$ cat src/hdl/fetch_pkg.sv
// types and constants for next-PC selection and trap vectors
// used by the fetch stage and by anything that drives its redirect inputs
package fetch_pkg;

  // byte address and upper part of a trap vector base
  typedef logic [31:0] addr_t;
  typedef logic [23:0] trap_base_t;
  // index into the vectored interrupt table
  typedef logic [4:0]  irq_vec_t;

  // source of the next fetch address
  typedef enum logic [2:0] {
    PC_BOOT, PC_JUMP, PC_BRANCH, PC_EXCEPTION, PC_MRET, PC_URET, PC_DRET
  } pc_mux_e;

  // kind of trap entry
  typedef enum logic [1:0] {EXC_PC_EXCEPTION, EXC_PC_IRQ, EXC_PC_DBD} exc_pc_mux_e;

  // which privilege level's base is used
  typedef enum logic {TRAP_MACHINE, TRAP_USER} trap_sel_e;

  typedef struct packed {
    logic [30:0] boot_addr;
    addr_t       jump_target;
    addr_t       branch_target;
    addr_t       mepc;
    addr_t       uepc;
    addr_t       depc;
  } pc_targets_t;

  typedef struct packed {
    trap_base_t  m_base;
    trap_base_t  u_base;
    trap_sel_e   trap_sel;
    exc_pc_mux_e exc_mux;
    irq_vec_t    irq_vec;
  } trap_cfg_t;

  // debug module entry point
  localparam addr_t DEBUG_HALT_ADDR = 32'h0000_0800;

  // --------------------
  // prefetch sizing
  // queue entries, also the cap on outstanding requests
  localparam int PREFETCH_DEPTH = 2;
  // in flight cap incl. responses still owed for a dropped stream
  localparam int INFLIGHT_MAX   = 2 * PREFETCH_DEPTH;

  typedef logic [$clog2(INFLIGHT_MAX + 1)-1:0] pf_cnt_t;
  typedef logic [$clog2(PREFETCH_DEPTH)-1:0]   pf_ptr_t;

endpackage

$ cat src/hdl/isa_pkg.sv
// instruction encodings and the records that carry fetched words
// shared by the prefetch queue, the RVC expander and the IF/ID register
package isa_pkg;

  // one 32-bit instruction word
  typedef logic [31:0] instr_t;

  // --------------------
  // RV32I major opcodes produced by the expander
  localparam logic [6:0] OPC_OP_IMM = 7'h13;
  localparam logic [6:0] OPC_LOAD   = 7'h03;
  localparam logic [6:0] OPC_STORE  = 7'h23;
  localparam logic [6:0] OPC_OP     = 7'h33;
  localparam logic [6:0] OPC_JAL    = 7'h6f;
  localparam logic [6:0] OPC_BRANCH = 7'h63;
  localparam logic [6:0] OPC_LUI    = 7'h37;

  // --------------------
  // one buffered fetch, word plus the address it came from
  typedef struct packed {
    fetch_pkg::addr_t addr;
    instr_t           word;
  } fetch_word_t;

  // contents of the IF/ID pipeline register
  typedef struct packed {
    logic             valid;
    instr_t           instr;
    fetch_pkg::addr_t pc;
    // set when the word was a 16-bit encoding
    logic             is_compressed;
    // compressed encoding outside the supported subset
    logic             illegal_c;
  } if_id_t;

endpackage

$ cat src/hdl/pc_select.sv
// next fetch address mux, purely combinational
// also builds the exception, interrupt and debug entry vectors
`timescale 1ns/10ps

module pc_select (
  input  fetch_pkg::pc_targets_t targets_i,
  input  fetch_pkg::trap_cfg_t   trap_i,
  input  fetch_pkg::pc_mux_e     pc_mux_i,
  output fetch_pkg::addr_t       fetch_addr_o
);

  fetch_pkg::trap_base_t trap_base;
  fetch_pkg::addr_t      exc_pc;
  fetch_pkg::addr_t      next_pc;

  // --------------------
  // trap vector
  always_comb begin
    // machine or user base
    if (trap_i.trap_sel == fetch_pkg::TRAP_USER) begin
      trap_base = trap_i.u_base;
    end else begin
      trap_base = trap_i.m_base;
    end

    case (trap_i.exc_mux)
      // all synchronous exceptions land on the base
      fetch_pkg::EXC_PC_EXCEPTION: exc_pc = {trap_base, 8'h00};
      // vectored irq, 4 bytes per line
      fetch_pkg::EXC_PC_IRQ:       exc_pc = {trap_base, 1'b0, trap_i.irq_vec, 2'b00};
      fetch_pkg::EXC_PC_DBD:       exc_pc = fetch_pkg::DEBUG_HALT_ADDR;
      default:                     exc_pc = {trap_base, 8'h00};
    endcase
  end

  // --------------------
  // next pc source
  always_comb begin
    case (pc_mux_i)
      // boot address is given in halfwords
      fetch_pkg::PC_BOOT:      next_pc = {targets_i.boot_addr, 1'b0};
      fetch_pkg::PC_JUMP:      next_pc = targets_i.jump_target;
      fetch_pkg::PC_BRANCH:    next_pc = targets_i.branch_target;
      fetch_pkg::PC_EXCEPTION: next_pc = exc_pc;
      // returns restore the saved pc
      fetch_pkg::PC_MRET:      next_pc = targets_i.mepc;
      fetch_pkg::PC_URET:      next_pc = targets_i.uepc;
      fetch_pkg::PC_DRET:      next_pc = targets_i.depc;
      default:                 next_pc = {targets_i.boot_addr, 1'b0};
    endcase
  end

  // fetches are always word aligned
  assign fetch_addr_o = {next_pc[31:2], 2'b00};

endmodule

$ cat src/hdl/prefetch_buffer.sv
// prefetcher between the fetch controller and instruction memory
// issues word requests on req/gnt/rvalid, queues responses with their addresses,
// and drops responses that belong to a stream abandoned by a redirect
`timescale 1ns/10ps

module prefetch_buffer (
  input  logic                 clk,
  input  logic                 rst_n,
  input  logic                 req_i,
  input  logic                 branch_i,
  input  fetch_pkg::addr_t     branch_addr_i,
  input  logic                 ready_i,
  output logic                 valid_o,
  output isa_pkg::fetch_word_t word_o,
  output logic                 busy_o,
  output logic                 instr_req_o,
  output fetch_pkg::addr_t     instr_addr_o,
  input  logic                 instr_gnt_i,
  input  logic                 instr_rvalid_i,
  input  isa_pkg::instr_t      instr_rdata_i
);

  // address of the next request and of the next kept response
  fetch_pkg::addr_t     next_addr_q;
  fetch_pkg::addr_t     resp_addr_q;

  // response queue
  isa_pkg::fetch_word_t queue_q [fetch_pkg::PREFETCH_DEPTH];
  fetch_pkg::pf_ptr_t   wr_ptr_q;
  fetch_pkg::pf_ptr_t   rd_ptr_q;
  fetch_pkg::pf_cnt_t   q_cnt_q;

  // granted and not yet answered, split by stream
  fetch_pkg::pf_cnt_t   out_cnt_q;
  fetch_pkg::pf_cnt_t   drop_cnt_q;

  logic queue_ok;
  logic inflight_ok;
  logic accept;
  logic drop;
  logic push;
  logic pop;

  // --------------------
  // request side
  // room left for another word once all live requests come back
  assign queue_ok    = (int'(q_cnt_q) + int'(out_cnt_q)) < fetch_pkg::PREFETCH_DEPTH;
  // bound on everything memory still owes us
  assign inflight_ok = (int'(out_cnt_q) + int'(drop_cnt_q)) < fetch_pkg::INFLIGHT_MAX;

  // a redirect empties the queue, so it only needs the in flight check
  assign instr_req_o  = req_i & inflight_ok & (branch_i | queue_ok);
  // new target goes out in the same cycle as the branch
  assign instr_addr_o = branch_i ? branch_addr_i : next_addr_q;
  assign accept       = instr_req_o & instr_gnt_i;

  // --------------------
  // response side
  // old stream responses are swallowed, incl. one arriving with the branch
  assign drop = instr_rvalid_i & (branch_i | (drop_cnt_q != '0));
  assign push = instr_rvalid_i & ~drop;
  assign pop  = valid_o & ready_i & ~branch_i;

  always_ff @(posedge clk or negedge rst_n) begin
    if (!rst_n) begin
      next_addr_q <= '0;
      resp_addr_q <= '0;
      wr_ptr_q    <= '0;
      rd_ptr_q    <= '0;
      q_cnt_q     <= '0;
      out_cnt_q   <= '0;
      drop_cnt_q  <= '0;
    end else if (branch_i) begin
      // every live request now belongs to the abandoned stream
      drop_cnt_q  <= out_cnt_q + drop_cnt_q - fetch_pkg::pf_cnt_t'(instr_rvalid_i);
      out_cnt_q   <= fetch_pkg::pf_cnt_t'(accept);
      q_cnt_q     <= '0;
      wr_ptr_q    <= '0;
      rd_ptr_q    <= '0;
      // first kept response will be the branch target
      resp_addr_q <= branch_addr_i;
      next_addr_q <= accept ? branch_addr_i + 32'd4 : branch_addr_i;
    end else begin
      drop_cnt_q <= drop_cnt_q - fetch_pkg::pf_cnt_t'(drop);
      out_cnt_q  <= out_cnt_q + fetch_pkg::pf_cnt_t'(accept) - fetch_pkg::pf_cnt_t'(push);
      q_cnt_q    <= q_cnt_q + fetch_pkg::pf_cnt_t'(push) - fetch_pkg::pf_cnt_t'(pop);
      if (push) begin
        wr_ptr_q    <= wr_ptr_q + 1'b1;
        resp_addr_q <= resp_addr_q + 32'd4;
      end
      if (pop) begin
        rd_ptr_q <= rd_ptr_q + 1'b1;
      end
      // sequential stream steps one word per grant
      if (accept) begin
        next_addr_q <= next_addr_q + 32'd4;
      end
    end
  end

  // queue storage
  always_ff @(posedge clk) begin
    if (push) begin
      queue_q[wr_ptr_q].addr <= resp_addr_q;
      queue_q[wr_ptr_q].word <= instr_rdata_i;
    end
  end

  // --------------------
  // head of queue to the controller
  assign valid_o = (q_cnt_q != '0);
  assign word_o  = queue_q[rd_ptr_q];
  // memory still owes us something
  assign busy_o  = (out_cnt_q != '0) | (drop_cnt_q != '0);

endmodule

$ cat src/hdl/rvc_expander.sv
// expands a subset of RV32C into the matching RV32I words
// full-size words pass straight through, unsupported forms raise illegal_o
`timescale 1ns/10ps

module rvc_expander (
  input  isa_pkg::instr_t instr_i,
  output isa_pkg::instr_t instr_o,
  output logic            is_compressed_o,
  output logic            illegal_o
);

  assign is_compressed_o = (instr_i[1:0] != 2'b11);

  always_comb begin
    instr_o   = '0;
    illegal_o = 1'b0;

    case (instr_i[1:0])
      // --------------------
      // quadrant 0
      2'b00: begin
        case (instr_i[15:13])
          // c.lw -> lw rd', uimm(rs1')
          3'b010: instr_o = {5'b0, instr_i[5], instr_i[12:10], instr_i[6], 2'b00,
                             2'b01, instr_i[9:7], 3'b010, 2'b01, instr_i[4:2],
                             isa_pkg::OPC_LOAD};
          // c.sw -> sw rs2', uimm(rs1')
          3'b110: instr_o = {5'b0, instr_i[5], instr_i[12], 2'b01, instr_i[4:2],
                             2'b01, instr_i[9:7], 3'b010, instr_i[11:10], instr_i[6],
                             2'b00, isa_pkg::OPC_STORE};
          // c.illegal and everything else in q0
          default: illegal_o = 1'b1;
        endcase
      end

      // --------------------
      // quadrant 1
      2'b01: begin
        case (instr_i[15:13])
          // c.addi -> addi rd, rd, imm
          3'b000: instr_o = {{7{instr_i[12]}}, instr_i[6:2], instr_i[11:7], 3'b000,
                             instr_i[11:7], isa_pkg::OPC_OP_IMM};
          // c.li -> addi rd, x0, imm
          3'b010: instr_o = {{7{instr_i[12]}}, instr_i[6:2], 5'b0, 3'b000,
                             instr_i[11:7], isa_pkg::OPC_OP_IMM};
          3'b011: begin
            // rd == x2 is c.addi16sp, zero imm is reserved
            if (instr_i[11:7] == 5'd2 || {instr_i[12], instr_i[6:2]} == 6'b0) begin
              illegal_o = 1'b1;
            end else begin
              // c.lui -> lui rd, nzimm
              instr_o = {{15{instr_i[12]}}, instr_i[6:2], instr_i[11:7], isa_pkg::OPC_LUI};
            end
          end
          // c.j -> jal x0, offset
          3'b101: instr_o = {instr_i[12], instr_i[8], instr_i[10:9], instr_i[6],
                             instr_i[7], instr_i[2], instr_i[11], instr_i[5:3],
                             instr_i[12], {8{instr_i[12]}}, 5'b0, isa_pkg::OPC_JAL};
          // c.beqz -> beq rs1', x0, offset
          3'b110: instr_o = {{4{instr_i[12]}}, instr_i[6:5], instr_i[2], 5'b0, 2'b01,
                             instr_i[9:7], 3'b000, instr_i[11:10], instr_i[4:3],
                             instr_i[12], isa_pkg::OPC_BRANCH};
          default: illegal_o = 1'b1;
        endcase
      end

      // --------------------
      // quadrant 2, only c.mv and c.add
      2'b10: begin
        // rs2 == x0 selects jr/jalr/ebreak, not supported
        if (instr_i[15:13] != 3'b100 || instr_i[6:2] == 5'b0) begin
          illegal_o = 1'b1;
        end else if (!instr_i[12]) begin
          // c.mv -> add rd, x0, rs2
          instr_o = {7'b0, instr_i[6:2], 5'b0, 3'b000, instr_i[11:7], isa_pkg::OPC_OP};
        end else begin
          // c.add -> add rd, rd, rs2
          instr_o = {7'b0, instr_i[6:2], instr_i[11:7], 3'b000, instr_i[11:7],
                     isa_pkg::OPC_OP};
        end
      end

      // full size word
      default: instr_o = instr_i;
    endcase

    // nothing leaks out on an illegal form
    if (illegal_o) begin
      instr_o = '0;
    end
  end

endmodule

$ cat src/hdl/fetch_ctrl.sv
// fetch state machine and IF/ID pipeline register
// starts the prefetcher on req_i, redirects it on pc_set_i, hands words to decode
`timescale 1ns/10ps

module fetch_ctrl (
  input  logic                 clk,
  input  logic                 rst_n,
  input  logic                 req_i,
  input  logic                 pc_set_i,
  input  logic                 halt_if_i,
  input  logic                 id_ready_i,
  input  logic                 clear_instr_valid_i,
  input  logic                 fetch_valid_i,
  input  isa_pkg::fetch_word_t fetch_word_i,
  input  isa_pkg::instr_t      dec_instr_i,
  input  logic                 dec_compressed_i,
  input  logic                 dec_illegal_i,
  output logic                 branch_o,
  output logic                 fetch_ready_o,
  output isa_pkg::if_id_t      if_id_o,
  output logic                 perf_imiss_o
);

  typedef enum logic {IDLE, WAIT} fsm_e;

  fsm_e state_q;
  fsm_e state_d;
  // head word may go to decode this cycle
  logic word_valid;
  logic accept;

  // IF/ID register fields
  logic             valid_q;
  isa_pkg::instr_t  instr_q;
  fetch_pkg::addr_t pc_q;
  logic             compressed_q;
  logic             illegal_q;

  // --------------------
  // state machine
  always_comb begin
    state_d    = state_q;
    branch_o   = 1'b0;
    word_valid = 1'b0;

    case (state_q)
      // nothing requested yet, start at the selected address
      IDLE: begin
        if (req_i) begin
          branch_o = 1'b1;
          state_d  = WAIT;
        end
      end
      WAIT: word_valid = fetch_valid_i;
      default: state_d = IDLE;
    endcase

    // redirect wins and masks the current head word
    if (pc_set_i) begin
      branch_o   = 1'b1;
      word_valid = 1'b0;
      state_d    = WAIT;
    end
  end

  always_ff @(posedge clk or negedge rst_n) begin
    if (!rst_n) begin
      state_q <= IDLE;
    end else begin
      state_q <= state_d;
    end
  end

  // stalled decode leaves the head word in the queue
  assign accept        = word_valid & id_ready_i & ~halt_if_i;
  assign fetch_ready_o = accept;

  // --------------------
  // IF/ID register
  always_ff @(posedge clk or negedge rst_n) begin
    if (!rst_n) begin
      valid_q <= 1'b0;
    end else if (accept) begin
      valid_q <= 1'b1;
    end else if (clear_instr_valid_i) begin
      valid_q <= 1'b0;
    end
  end

  always_ff @(posedge clk) begin
    if (accept) begin
      instr_q      <= dec_instr_i;
      pc_q         <= fetch_word_i.addr;
      compressed_q <= dec_compressed_i;
      illegal_q    <= dec_illegal_i;
    end
  end

  assign if_id_o = '{valid: valid_q, instr: instr_q, pc: pc_q,
                     is_compressed: compressed_q, illegal_c: illegal_q};

  // miss when decode gets nothing or a redirect is starting
  assign perf_imiss_o = ~fetch_valid_i | branch_o;

endmodule

$ cat src/hdl/if_stage.sv
// instruction fetch stage top level
// ties pc selection, prefetcher, RVC expander and fetch control to memory and decode
`timescale 1ns/10ps

module if_stage (
  input  logic                   clk,
  input  logic                   rst_n,
  input  logic                   req_i,
  input  fetch_pkg::pc_targets_t targets_i,
  input  fetch_pkg::trap_cfg_t   trap_i,
  input  fetch_pkg::pc_mux_e     pc_mux_i,
  input  logic                   pc_set_i,
  input  logic                   halt_if_i,
  input  logic                   id_ready_i,
  input  logic                   clear_instr_valid_i,
  // instruction memory
  output logic                   instr_req_o,
  output fetch_pkg::addr_t       instr_addr_o,
  input  logic                   instr_gnt_i,
  input  logic                   instr_rvalid_i,
  input  isa_pkg::instr_t        instr_rdata_i,
  // decode side
  output isa_pkg::if_id_t        if_id_o,
  output fetch_pkg::addr_t       pc_if_o,
  output logic                   if_busy_o,
  output logic                   perf_imiss_o
);

  fetch_pkg::addr_t     fetch_addr;
  logic                 branch;
  logic                 fetch_valid;
  logic                 fetch_ready;
  isa_pkg::fetch_word_t fetch_word;
  isa_pkg::instr_t      dec_instr;
  logic                 dec_compressed;
  logic                 dec_illegal;

  pc_select u_pc_select (
    .targets_i    (targets_i),
    .trap_i       (trap_i),
    .pc_mux_i     (pc_mux_i),
    .fetch_addr_o (fetch_addr)
  );

  prefetch_buffer u_prefetch_buffer (
    .clk            (clk),
    .rst_n          (rst_n),
    .req_i          (req_i),
    .branch_i       (branch),
    .branch_addr_i  (fetch_addr),
    .ready_i        (fetch_ready),
    .valid_o        (fetch_valid),
    .word_o         (fetch_word),
    .busy_o         (if_busy_o),
    .instr_req_o    (instr_req_o),
    .instr_addr_o   (instr_addr_o),
    .instr_gnt_i    (instr_gnt_i),
    .instr_rvalid_i (instr_rvalid_i),
    .instr_rdata_i  (instr_rdata_i)
  );

  // expands the queue head before it reaches the IF/ID register
  rvc_expander u_rvc_expander (
    .instr_i         (fetch_word.word),
    .instr_o         (dec_instr),
    .is_compressed_o (dec_compressed),
    .illegal_o       (dec_illegal)
  );

  fetch_ctrl u_fetch_ctrl (
    .clk                 (clk),
    .rst_n               (rst_n),
    .req_i               (req_i),
    .pc_set_i            (pc_set_i),
    .halt_if_i           (halt_if_i),
    .id_ready_i          (id_ready_i),
    .clear_instr_valid_i (clear_instr_valid_i),
    .fetch_valid_i       (fetch_valid),
    .fetch_word_i        (fetch_word),
    .dec_instr_i         (dec_instr),
    .dec_compressed_i    (dec_compressed),
    .dec_illegal_i       (dec_illegal),
    .branch_o            (branch),
    .fetch_ready_o       (fetch_ready),
    .if_id_o             (if_id_o),
    .perf_imiss_o        (perf_imiss_o)
  );

  // address of the word waiting at the queue head
  assign pc_if_o = fetch_word.addr;

endmodule

$ cat config.mk
export PLATFORM = sky130hd
export DESIGN_NAME = if_stage
export DESIGN_NICKNAME = d
export VERILOG_FILES = /design/src/hdl/fetch_pkg.sv /design/src/hdl/isa_pkg.sv /design/src/hdl/pc_select.sv /design/src/hdl/prefetch_buffer.sv /design/src/hdl/rvc_expander.sv /design/src/hdl/fetch_ctrl.sv /design/src/hdl/if_stage.sv
export SDC_FILE = /design/constraint.sdc
export NUM_CORES = 1
export LEC_CHECK = 0
export BUFFER_PORTS_ARGS = -buffer_cell sky130_fd_sc_hd__buf_2
export CAP_MARGIN = 20
export CORE_MARGIN = 2
export CORE_UTILIZATION = 55
export CTS_BUF_LIST = sky130_fd_sc_hd__clkbuf_4 sky130_fd_sc_hd__clkbuf_8
export DETAILED_ROUTE_END_ITERATION = 16
export GPL_ROUTABILITY_DRIVEN = 0
export HOLD_SLACK_MARGIN = 0.1
export PLACE_DENSITY_LB_ADDON = 0.05
export SYNTH_ARGS = -nofsm -noshare
export SYNTH_HDL_FRONTEND = slang
export SYNTH_SLANG_ARGS = --single-unit
export TNS_END_PERCENT = 100
$ cat constraint.sdc
create_clock -name clk -period 10.55 [get_ports clk]
set_clock_uncertainty 0.15 [all_clocks]
set_input_delay 1.055 -clock clk [delete_from_list [all_inputs] [get_ports clk]]
set_output_delay 1.055 -clock clk [all_outputs]
set_load 0.01 [all_outputs]
==> metrics.md, run 1 <==
| Metric | Value |
|---|---|
| Detail Route Antenna Nets | `0` |
| Total setup buffers inserted after CTS | `0` |
| Critical Path Fanout Max | `81` |
| Routed WL | `45700 microns` |
| Max Buffers Root-to-Sink | `3` |
| Clk pin slew, worst setup/hold paths | `~0.06 ns` |
| Final routed wire length divided by cell count | `21.2 microns` |
| Storage cell area | `7480 sq um` |
| Worst hold path startpoint | `u_prefetch_buffer.resp_addr_q[31]` |
| CP cell instances | `buf_2 -> buf_4 -> nor2_1 -> a22o_1 -> a2111oi_1 -> nor2_1 -> nand2_1 -> o21ai_0 -> buf_2` |
| Fin crit share | `about 54%` |
| Sink count of the clock tree | `261` |
| Normalized max-slew margin | `a little under a third` |
| Clock tree from TritonCTS | `built` |
| Maximum operating frequency | `177 MHz` |
| RSZ-0062 raised after global routing | `false` |
| Ratio of cells with drive above 1 in the final layout | `32.3%` |
| Critical path start-end classification | `in2out` |
| Final count of hold timing violations | `0` |
| Post-cts gate resize count | `0` |
| Global-route wire length before repair | `68000 microns` |
| Maximum capacitance violations | `0` |
| Number of pins exceeding their max-slew limit in the final report | `0` |
| Status | `finished, final reports clean` |
| Pin count of the biggest net entering global routing | `87` |
| Boundary pin count | `425` |
| Number of fillers in the final layout | `2117` |
| # H-tree levels | `2` |
| Largest incremental delay on the critical path | `0.91 ns` |
| Number of global-route vias before repair | `12.0k` |
| Share of the core filled with cells | `66.8%` |
| Final layout net count | `approximately 2.1k` |
| CTS buffer count | `44` |
| Min Clock Period, post-route | `5.66 ns` |
| Number of iterations in the first detailed-routing pass | `5` |
| Cells taking the most area after synthesis | `edfxtp_1, dfrtp_1, mux2i_1` |
| Static leakage power | `0.00724 uW` |
| Cell accounting for the most synthesized area | `edfxtp_1` |
| Worst-case register-to-register setup slack | `roughly 6.5 ns` |
| Initial antenna violation count | `7` |
| Relative contribution of the clock network to total power | `31.9%` |
| Area of the die | `28400 sq um` |
| Initial drt markers | `roughly 1.3k` |
| Initial core utilization | `between 50% and 60%` |
| CP max stage cell | `a2111oi_1` |
| Hold endpoint | `u_prefetch_buffer.queue_q[1][63]` |
| Residual overflow from global routing | `0` |
| Synthesized area | `14900 sq um` |
| Die width | `169 microns` |
| Post-DP HPWL | `34100 microns` |
| Via density per instance | `5.93` |
| Origin of the critical flop-to-flop path | `u_prefetch_buffer.rd_ptr_q` |
| Number of setup violations in the final report | `0` |
| Combined area of the multi-input logic cells | `6810 sq um` |
| Async SR Flop Fraction | `28.0%` |
| Logic gate share of total power | `about 23%` |
| Number of distinct library cell variants in the gate-level netlist after synthesis | `85` |
| Die height | `169 microns` |
| Number of vias in the routed layout | `around 13k` |
| Kind of start point of the critical path | `input pin` |
| Final worst slack | `4.89 ns` |
| Yosys warns | `0` |
| Areal power density over the cells | `156 nW/um^2` |
| Reg2reg end | `u_fetch_ctrl.instr_q[9]` |
| Synth Register Bits | `261` |
| Capturing element type of the critical path | `primary output` |
| Area fraction of the dominant cell type after synthesis | `a little under two fifths` |
| Number of enable flip-flop cells after synthesis | `188` |
| Remaining design rule violation count | `0` |
| Cells on Worst Hold Path | `0` |
| Final TNS setup | `0 ns` |
| Port Buffer Count | `407` |
| Clock insertion delay at the later pin of the skew report | `0.55 ns` |
| Instance count of the mapped netlist | `1388` |
| HP Class | `reg2reg` |
| Count of cells along the worst register-to-register path | `7` |
| Required time of the critical path | `roughly 9.4 ns` |
| Post-synth top flop | `edfxtp_1` |
| Worst path arrival time | `4.45 ns` |
| Worst-case vdd ir drop | `about 120 uV` |
| Average instance area after synthesis | `10.7 sq um` |
| Number of buffers inserted for hold repair after clock tree synthesis | `0` |
| Internal portion of total power | `around 1900 uW` |
| Least-Margin Pin Slew | `about 1.0 ns` |
| Sequential element share of the synthesized area | `50.2%` |
| Core Area | `roughly 27000 sq um` |
| Sequential fraction of design power | `a little under half` |
| Synthesis-to-finish area growth | `20.2%` |
| FP Rows | `60` |
| Share of total power consumed by net switching | `30.4%` |
| Clock root buffer master | `clkbuf_8` |
| Total Routing Usage GR | `31.1%` |
| Power spent charging and discharging nets | `848 uW` |
| Worst setup slack after placement | `4.92 ns` |
[layout by cell type (no fill, tap or decap), types with 18 or more instances in the layout]
cell type	instances
mux2i_1	59
clkbuf_8	48
buf_2	407
a21oi_1	64
mux2_2	43
buf_4	19
xor2_1	34
edfxtp_1	188
o21ai_0	94
nand3b_1	20
ha_1	18
nor2b_1	26
dfrtp_1	72
inv_1	33
nor3_1	29
xnor2_1	53
nand2_1	153
nor2_1	109
nand3_1	33
[final cells by class]
cell class	instances	share of cell area, %
antenna	6	0.0838
clock buffer	65	4.40
clock inverter	13	0.475
inverter	34	0.713
multi-input combinational	1011	38.0
sequential	261	41.7
tap	341	2.38
timing repair buffer	426	12.2
[routing by layer]
layer	vias up	global-route usage [%]	share of wire [%]
li1	5916	-	-
met1	6179	41.7	41
met2	599	51.8	49
met3	87	5.66	7.8
met4	2	9.78	2.6
met5	-	0	0.028
[cell families after synthesis]
group	Yosys count	share of synthesized area (%)
xor+xnor	87	5.12
other cells	1	0.0252
flops	261	50.2
buf+inv	121	4.34
compound gates	298	13.4
simple gates	496	17.6
mux	102	7.22
fa+ha+maj	22	2.05
[metrics by stage]
step | power, uW | instance area [sq um] | std cells | hold WS (ns)
2_1_floorplan | 1680 | 14900 | 1393 | 0.302
3_3_place_gp | 1890 | 17000 | 2073 | 0.319
3_5_place_dp | 1910 | 17000 | 2073 | 0.326
4_1_cts | 2800 | 17900 | 2151 | 0.328
5_1_grt | 2920 | 17900 | 2154 | 0.348
6_report | 2790 | 17900 | 2157 | 0.340
[synthesized netlist by cell type, types with 6 or more instances]
cell and instances:
nor2b_1 27, o22ai_1 13, a22oi_1 6, nor3b_1 15, inv_1 34, o221ai_1 14
mux2i_1 59, or2_2 7, a22o_1 6, buf_1 6, o32ai_1 11, nor3_1 29
nor2_1 110, edfxtp_1 188, buf_6 13, a221oi_1 7, nand3_1 33, a211oi_1 9
clkbuf_1 32, a31oi_1 7, buf_2 16, or3_1 6, o211ai_1 6, buf_4 20
o21ai_0 94, nand4_1 15, and3_1 15, nand2b_1 16, ha_1 18, a21oi_1 64
and2_1 8, mux2_2 43, nand3b_1 20, nand2_1 153, xor2_1 34, xnor2_1 53
dfrtp_1 73
[state kept, by name, summed over array words and instances, names as in the netlist, 3 cells and up]
signal	count
u_prefetch_buffer.drop_cnt_q	3
u_prefetch_buffer.queue_q	124
u_fetch_ctrl.pc_q	30
u_prefetch_buffer.next_addr_q	30
u_fetch_ctrl.instr_q	32
u_prefetch_buffer.resp_addr_q	30
u_prefetch_buffer.out_cnt_q	3
u_prefetch_buffer.q_cnt_q	3
[worst max path at each step]
stage,from,depth (start not counted),end
6_report,pc_mux_i[1],9,instr_addr_o[16]
5_1_grt,pc_mux_i[1],9,instr_addr_o[16]
4_1_cts,pc_mux_i[1],9,instr_addr_o[16]
3_5_place_dp,pc_mux_i[1],9,instr_addr_o[16]
3_3_place_gp,pc_mux_i[1],9,instr_addr_o[16]
2_1_floorplan,req_i,5,u_prefetch_buffer.queue_q[0][0]
[power by group through the flow]
stage / Sequential (uW) / Combinational, uW / Clock, uW
after floorplan: 1270 / 410 / 0
after global placement: 1280 / 612 / 0
after detailed placement: 1290 / 622 / 0
after CTS: 1270 / 629 / 907
after global routing: 1280 / 692 / 951
final: 1270 / 629 / 889
[worst max-delay path: cells and delay by family]
kind	cells	cell delay, ns
compound gates	3	1.46
buf+inv	3	1.34
simple gates	3	0.59
No activity file was read; power rests on OpenSTA's default activity.
==> run 2, diff against run 1 <==
--- a/config.mk
+++ b/config.mk
@@ -5,6 +5,7 @@
 export SDC_FILE = /design/constraint.sdc
 export NUM_CORES = 1
 export LEC_CHECK = 0
+export ABC_AREA = 1
 export BUFFER_PORTS_ARGS = -buffer_cell sky130_fd_sc_hd__buf_2
 export CAP_MARGIN = 20
 export CORE_MARGIN = 2
==> constraint.sdc (replaced) <==
create_clock -name clk -period 5.9 [get_ports clk]
set_clock_uncertainty 0.15 [all_clocks]
set_input_delay 0.59 -clock clk [delete_from_list [all_inputs] [get_ports clk]]
set_output_delay 0.59 -clock clk [all_outputs]
set_load 0.01 [all_outputs]
==> metrics.md, run 2 <==
| Metric | Value |
|---|---|
| Die height | `172 microns (+2.0%)` |
| Areal power density over the cells | `293 nW/um^2 (+88%)` |
| Final TNS setup | `0 ns (unchanged)` |
| Area fraction of the dominant cell type after synthesis | `36.4% (-1.5 points)` |
| Post-Synth Simple-Gate Area | `30.2% (+13 points)` |
| FP Rows | `61 (+1.7%)` |
| Max Buffers Root-to-Sink | `3 (unchanged)` |
| Worst setup slack after placement | `1.77 ns (-3.15 ns)` |
| Normalized max-slew margin | `29.2% (-1.8 points)` |
| Number of fillers in the final layout | `2413 (+14%)` |
| XOR/XNOR Fraction of Synth Area | `1.97% (-3.1 points)` |
| Kind of start point of the critical path | `input pin` |
| Number of vias in the routed layout | `15.5k (+22%)` |
| Cells taking the most area after synthesis | `edfxtp_1, nand2_1, dfrtp_1` |
| Final worst slack | `2.06 ns (-2.84 ns)` |
| Static leakage power | `0.00894 uW (+24%)` |
| Initial antenna violation count | `15 (+8)` |
| Total Routing Usage GR | `35.0% (+3.9 points)` |
| Clock tree from TritonCTS | `built` |
| Registers with the most flip-flops | `u_prefetch_buffer.queue_q (124), u_fetch_ctrl.instr_q (32)` |
| Number of pins exceeding their max-slew limit in the final report | `0 (unchanged)` |
| Async SR Flop Fraction | `28.0% (unchanged)` |
| RSZ-0062 raised after global routing | `false` |
| Largest register FFs | `124 (unchanged)` |
| Instance count of the mapped netlist | `1967 (+42%)` |
| Sequential element share of the synthesized area | `48.1% (-2.0 points)` |
| Maximum operating frequency | `260 MHz` |
| Pin count of the biggest net entering global routing | `85 (-2.3%)` |
| Number of setup violations in the final report | `0 (unchanged)` |
| Area of the die | `29600 sq um (+4.1%)` |
| Routed WL | `52000 microns (+14%)` |
| Top-count cell post-synth | `nand2_1` |
| Port Buffer Count | `407 (unchanged)` |
| Final layout net count | `2711 (+30%)` |
| Post-DP HPWL | `39800 microns (+17%)` |
| Least-Margin Pin Slew | `1.06 ns (+0.0254 ns)` |
| Boundary pin count | `425 (unchanged)` |
| Total chip power | `5600 uW (+100%)` |
| Detail Route Antenna Nets | `0 (unchanged)` |
| Critical Path Fanout Max | `12 (-85%)` |
| Post-cts gate resize count | `0 (unchanged)` |
| Synthesis-to-finish area growth | `22.9%` |
| CTS buffer count | `43 (-2.3%)` |
| Cell accounting for the most synthesized area | `edfxtp_1` |
| Min Clock Period, post-route | `3.84 ns` |
| Residual overflow from global routing | `0 (unchanged)` |
| Capturing element type of the critical path | `primary output` |
| Worst path arrival time | `3.10 ns (-1.35 ns)` |
| Clk pin slew, worst setup/hold paths | `0.06 ns (about the same)` |
| Top library cells by usage in the layout, fill and taps aside | `nand2_1, buf_2, inv_1, nor2_1, edfxtp_1` |
| Initial drt markers | `1752 (+39%)` |
| Core Area | `27800 sq um (+3.7%)` |
| Adder and majority gate portion of the synthesized area | `1.97% (-0.083 points)` |
| Mux cell area share after synthesis | `0.129% (-7.1 points)` |
| Average instance area after synthesis | `7.89 sq um (-26%)` |
| Clock root buffer master | `clkbuf_8` |
| Number of distinct library cell variants in the gate-level netlist after synthesis | `56 (-34%)` |
| Maximum capacitance violations | `0 (unchanged)` |
| Number of global-route vias before repair | `14.5k (+21%)` |
| Post-Place Cells | `2699 (+30%)` |
| Count of placed standard cells in the final layout, fillers left out | `2827 (+31%)` |
| Critical path start-end classification | `in2out` |
| Clock insertion delay at the later pin of the skew report | `0.56 ns (about the same)` |
| HP Class | `in2async` |
| Largest register by flop count | `u_prefetch_buffer.queue_q` |
| Synthesized area | `15500 sq um (+4.2%)` |
| Initial core utilization | `55.9% (+0.31 points)` |
| Number of enable flip-flop cells after synthesis | `188 (unchanged)` |
| Worst-case vdd ir drop | `169 uV (+44%)` |
| Final count of hold timing violations | `0 (unchanged)` |
| Ratio of cells with drive above 1 in the final layout | `23.8% (-8.5 points)` |
| Post-synth top cells | `nand2_1, inv_1, nor2_1, edfxtp_1, o21ai_0` |
| Combinational family with the most area after synthesis | `simple AND/OR/NAND/NOR gates` |
| Synth Register Bits | `261 (unchanged)` |
| Sink count of the clock tree | `261 (unchanged)` |
| Compound-cell area share of the yosys netlist | `9.78% (-3.7 points)` |
| Number of iterations in the first detailed-routing pass | `7 (+2)` |
| Via density per instance | `5.50 (-7.3%)` |
| Post-synth top flop | `edfxtp_1` |
| Die width | `172 microns (+2.0%)` |
| Yosys warns | `0 (unchanged)` |
| Most common library cell in the layout ignoring fill and taps | `nand2_1` |
| # H-tree levels | `2 (unchanged)` |
| Global-route wire length before repair | `78400 microns (+15%)` |
| Status | `finished, final reports clean` |
| Final routed wire length divided by cell count | `18.4 microns (-13%)` |
| Remaining design rule violation count | `0 (unchanged)` |
| Required time of the critical path | `5.16 ns (-4.19 ns)` |
| Fin crit share | `65.2%` |
[run 2: cell count changes after synthesis, sizes merged, moves of 50 or more]
cell	delta
inv	+186
mux2i	-57
nand2	+537
nand3	+70
nor2	+96
xnor2	-50
[run 2: logic make-up after synthesis]
kind of cell    after synthesis
compound gates              257
xor+xnor                     35
fa+ha+maj                    22
buf+inv                     293
flops                       261
mux                           2
other cells                   1
simple gates               1096
[run 2: per-layer routing]
| layer | GRT usage, % | vias to the layer above | routed length, microns |
|---|---|---|---|
| met1 | 45.1 | 7121 | 20500 |
| met3 | 7.78 | 168 | 5120 |
| met4 | 17.8 | 6 | 2920 |
| li1 | - | 7346 | - |
| met5 | 0 | - | 40 |
| met2 | 55.8 | 897 | 23400 |
[run 2: path summary, 6_finish.rpt]
path                       slack (ns)                                 to                               from  cells past startpoint
setup / recovery                 2.06                   instr_addr_o[18]                          trap_i[6]                     13
hold / removal                   0.11  u_prefetch_buffer.next_addr_q[29]                              rst_n                      2
setup reg to reg                 2.11  u_prefetch_buffer.resp_addr_q[17]               u_fetch_ctrl.state_q                      7
hold reg to reg                  0.36   u_prefetch_buffer.queue_q[0][62]  u_prefetch_buffer.resp_addr_q[30]                      0
max in group asynchronous        4.75         u_prefetch_buffer.rd_ptr_q                              rst_n                      2
min in group clk                 0.17               u_fetch_ctrl.valid_q                clear_instr_valid_i                      2
[run 2: where the power goes]
part / leakage, uW / internal (uW) / switching (uW) / total (uW)
clock: 0.000459 / 886 / 735 / 1620
combinational: 0.00589 / 536 / 1030 / 1560
sequential: 0.00259 / 2220 / 197 / 2410
[run 2: area by class of cell]
class | instances | area (sq um) | area share, %
Sequential cell | 261 | 7470 | 39.2
Multi-Input combinational cell | 1418 | 6900 | 36.1
Timing Repair Buffer | 454 | 2490 | 13.0
Inverter | 220 | 826 | 4.33
Clock buffer | 57 | 709 | 3.72
Tap cell | 378 | 473 | 2.48
Clock inverter | 22 | 174 | 0.911
Antenna cell | 17 | 42.5 | 0.223
[run 2: repair_timing]
action / CTS / global route
hold buffers: 32 / 0
buffers inserted: 0 / 0
hold endpoints to repair: 64 / 0
[run 2: through the flow]
step                cell area, sq um  hold WS, ns  util (%)
finish                         19100        0.110      68.7
global route                   19100        0.149      68.6
global placement               17800        0.348      64.1
CTS                            19000        0.149      68.5
detailed placement             17800        0.349      64.2
floorplan                      15500        0.144         -
[run 2: worst max-delay path, cell delays in order]
cell and delay, ns:
buf_2 0.11, inv_1 0.05, ha_1 0.31, nor2_1 0.11, nor2_1 0.70, nand2_1 0.10, nand2_1 0.09, inv_1 0.08
nand4_1 0.18, inv_1 0.09, nor2_1 0.34, o21bai_1 0.19, buf_2 0.16
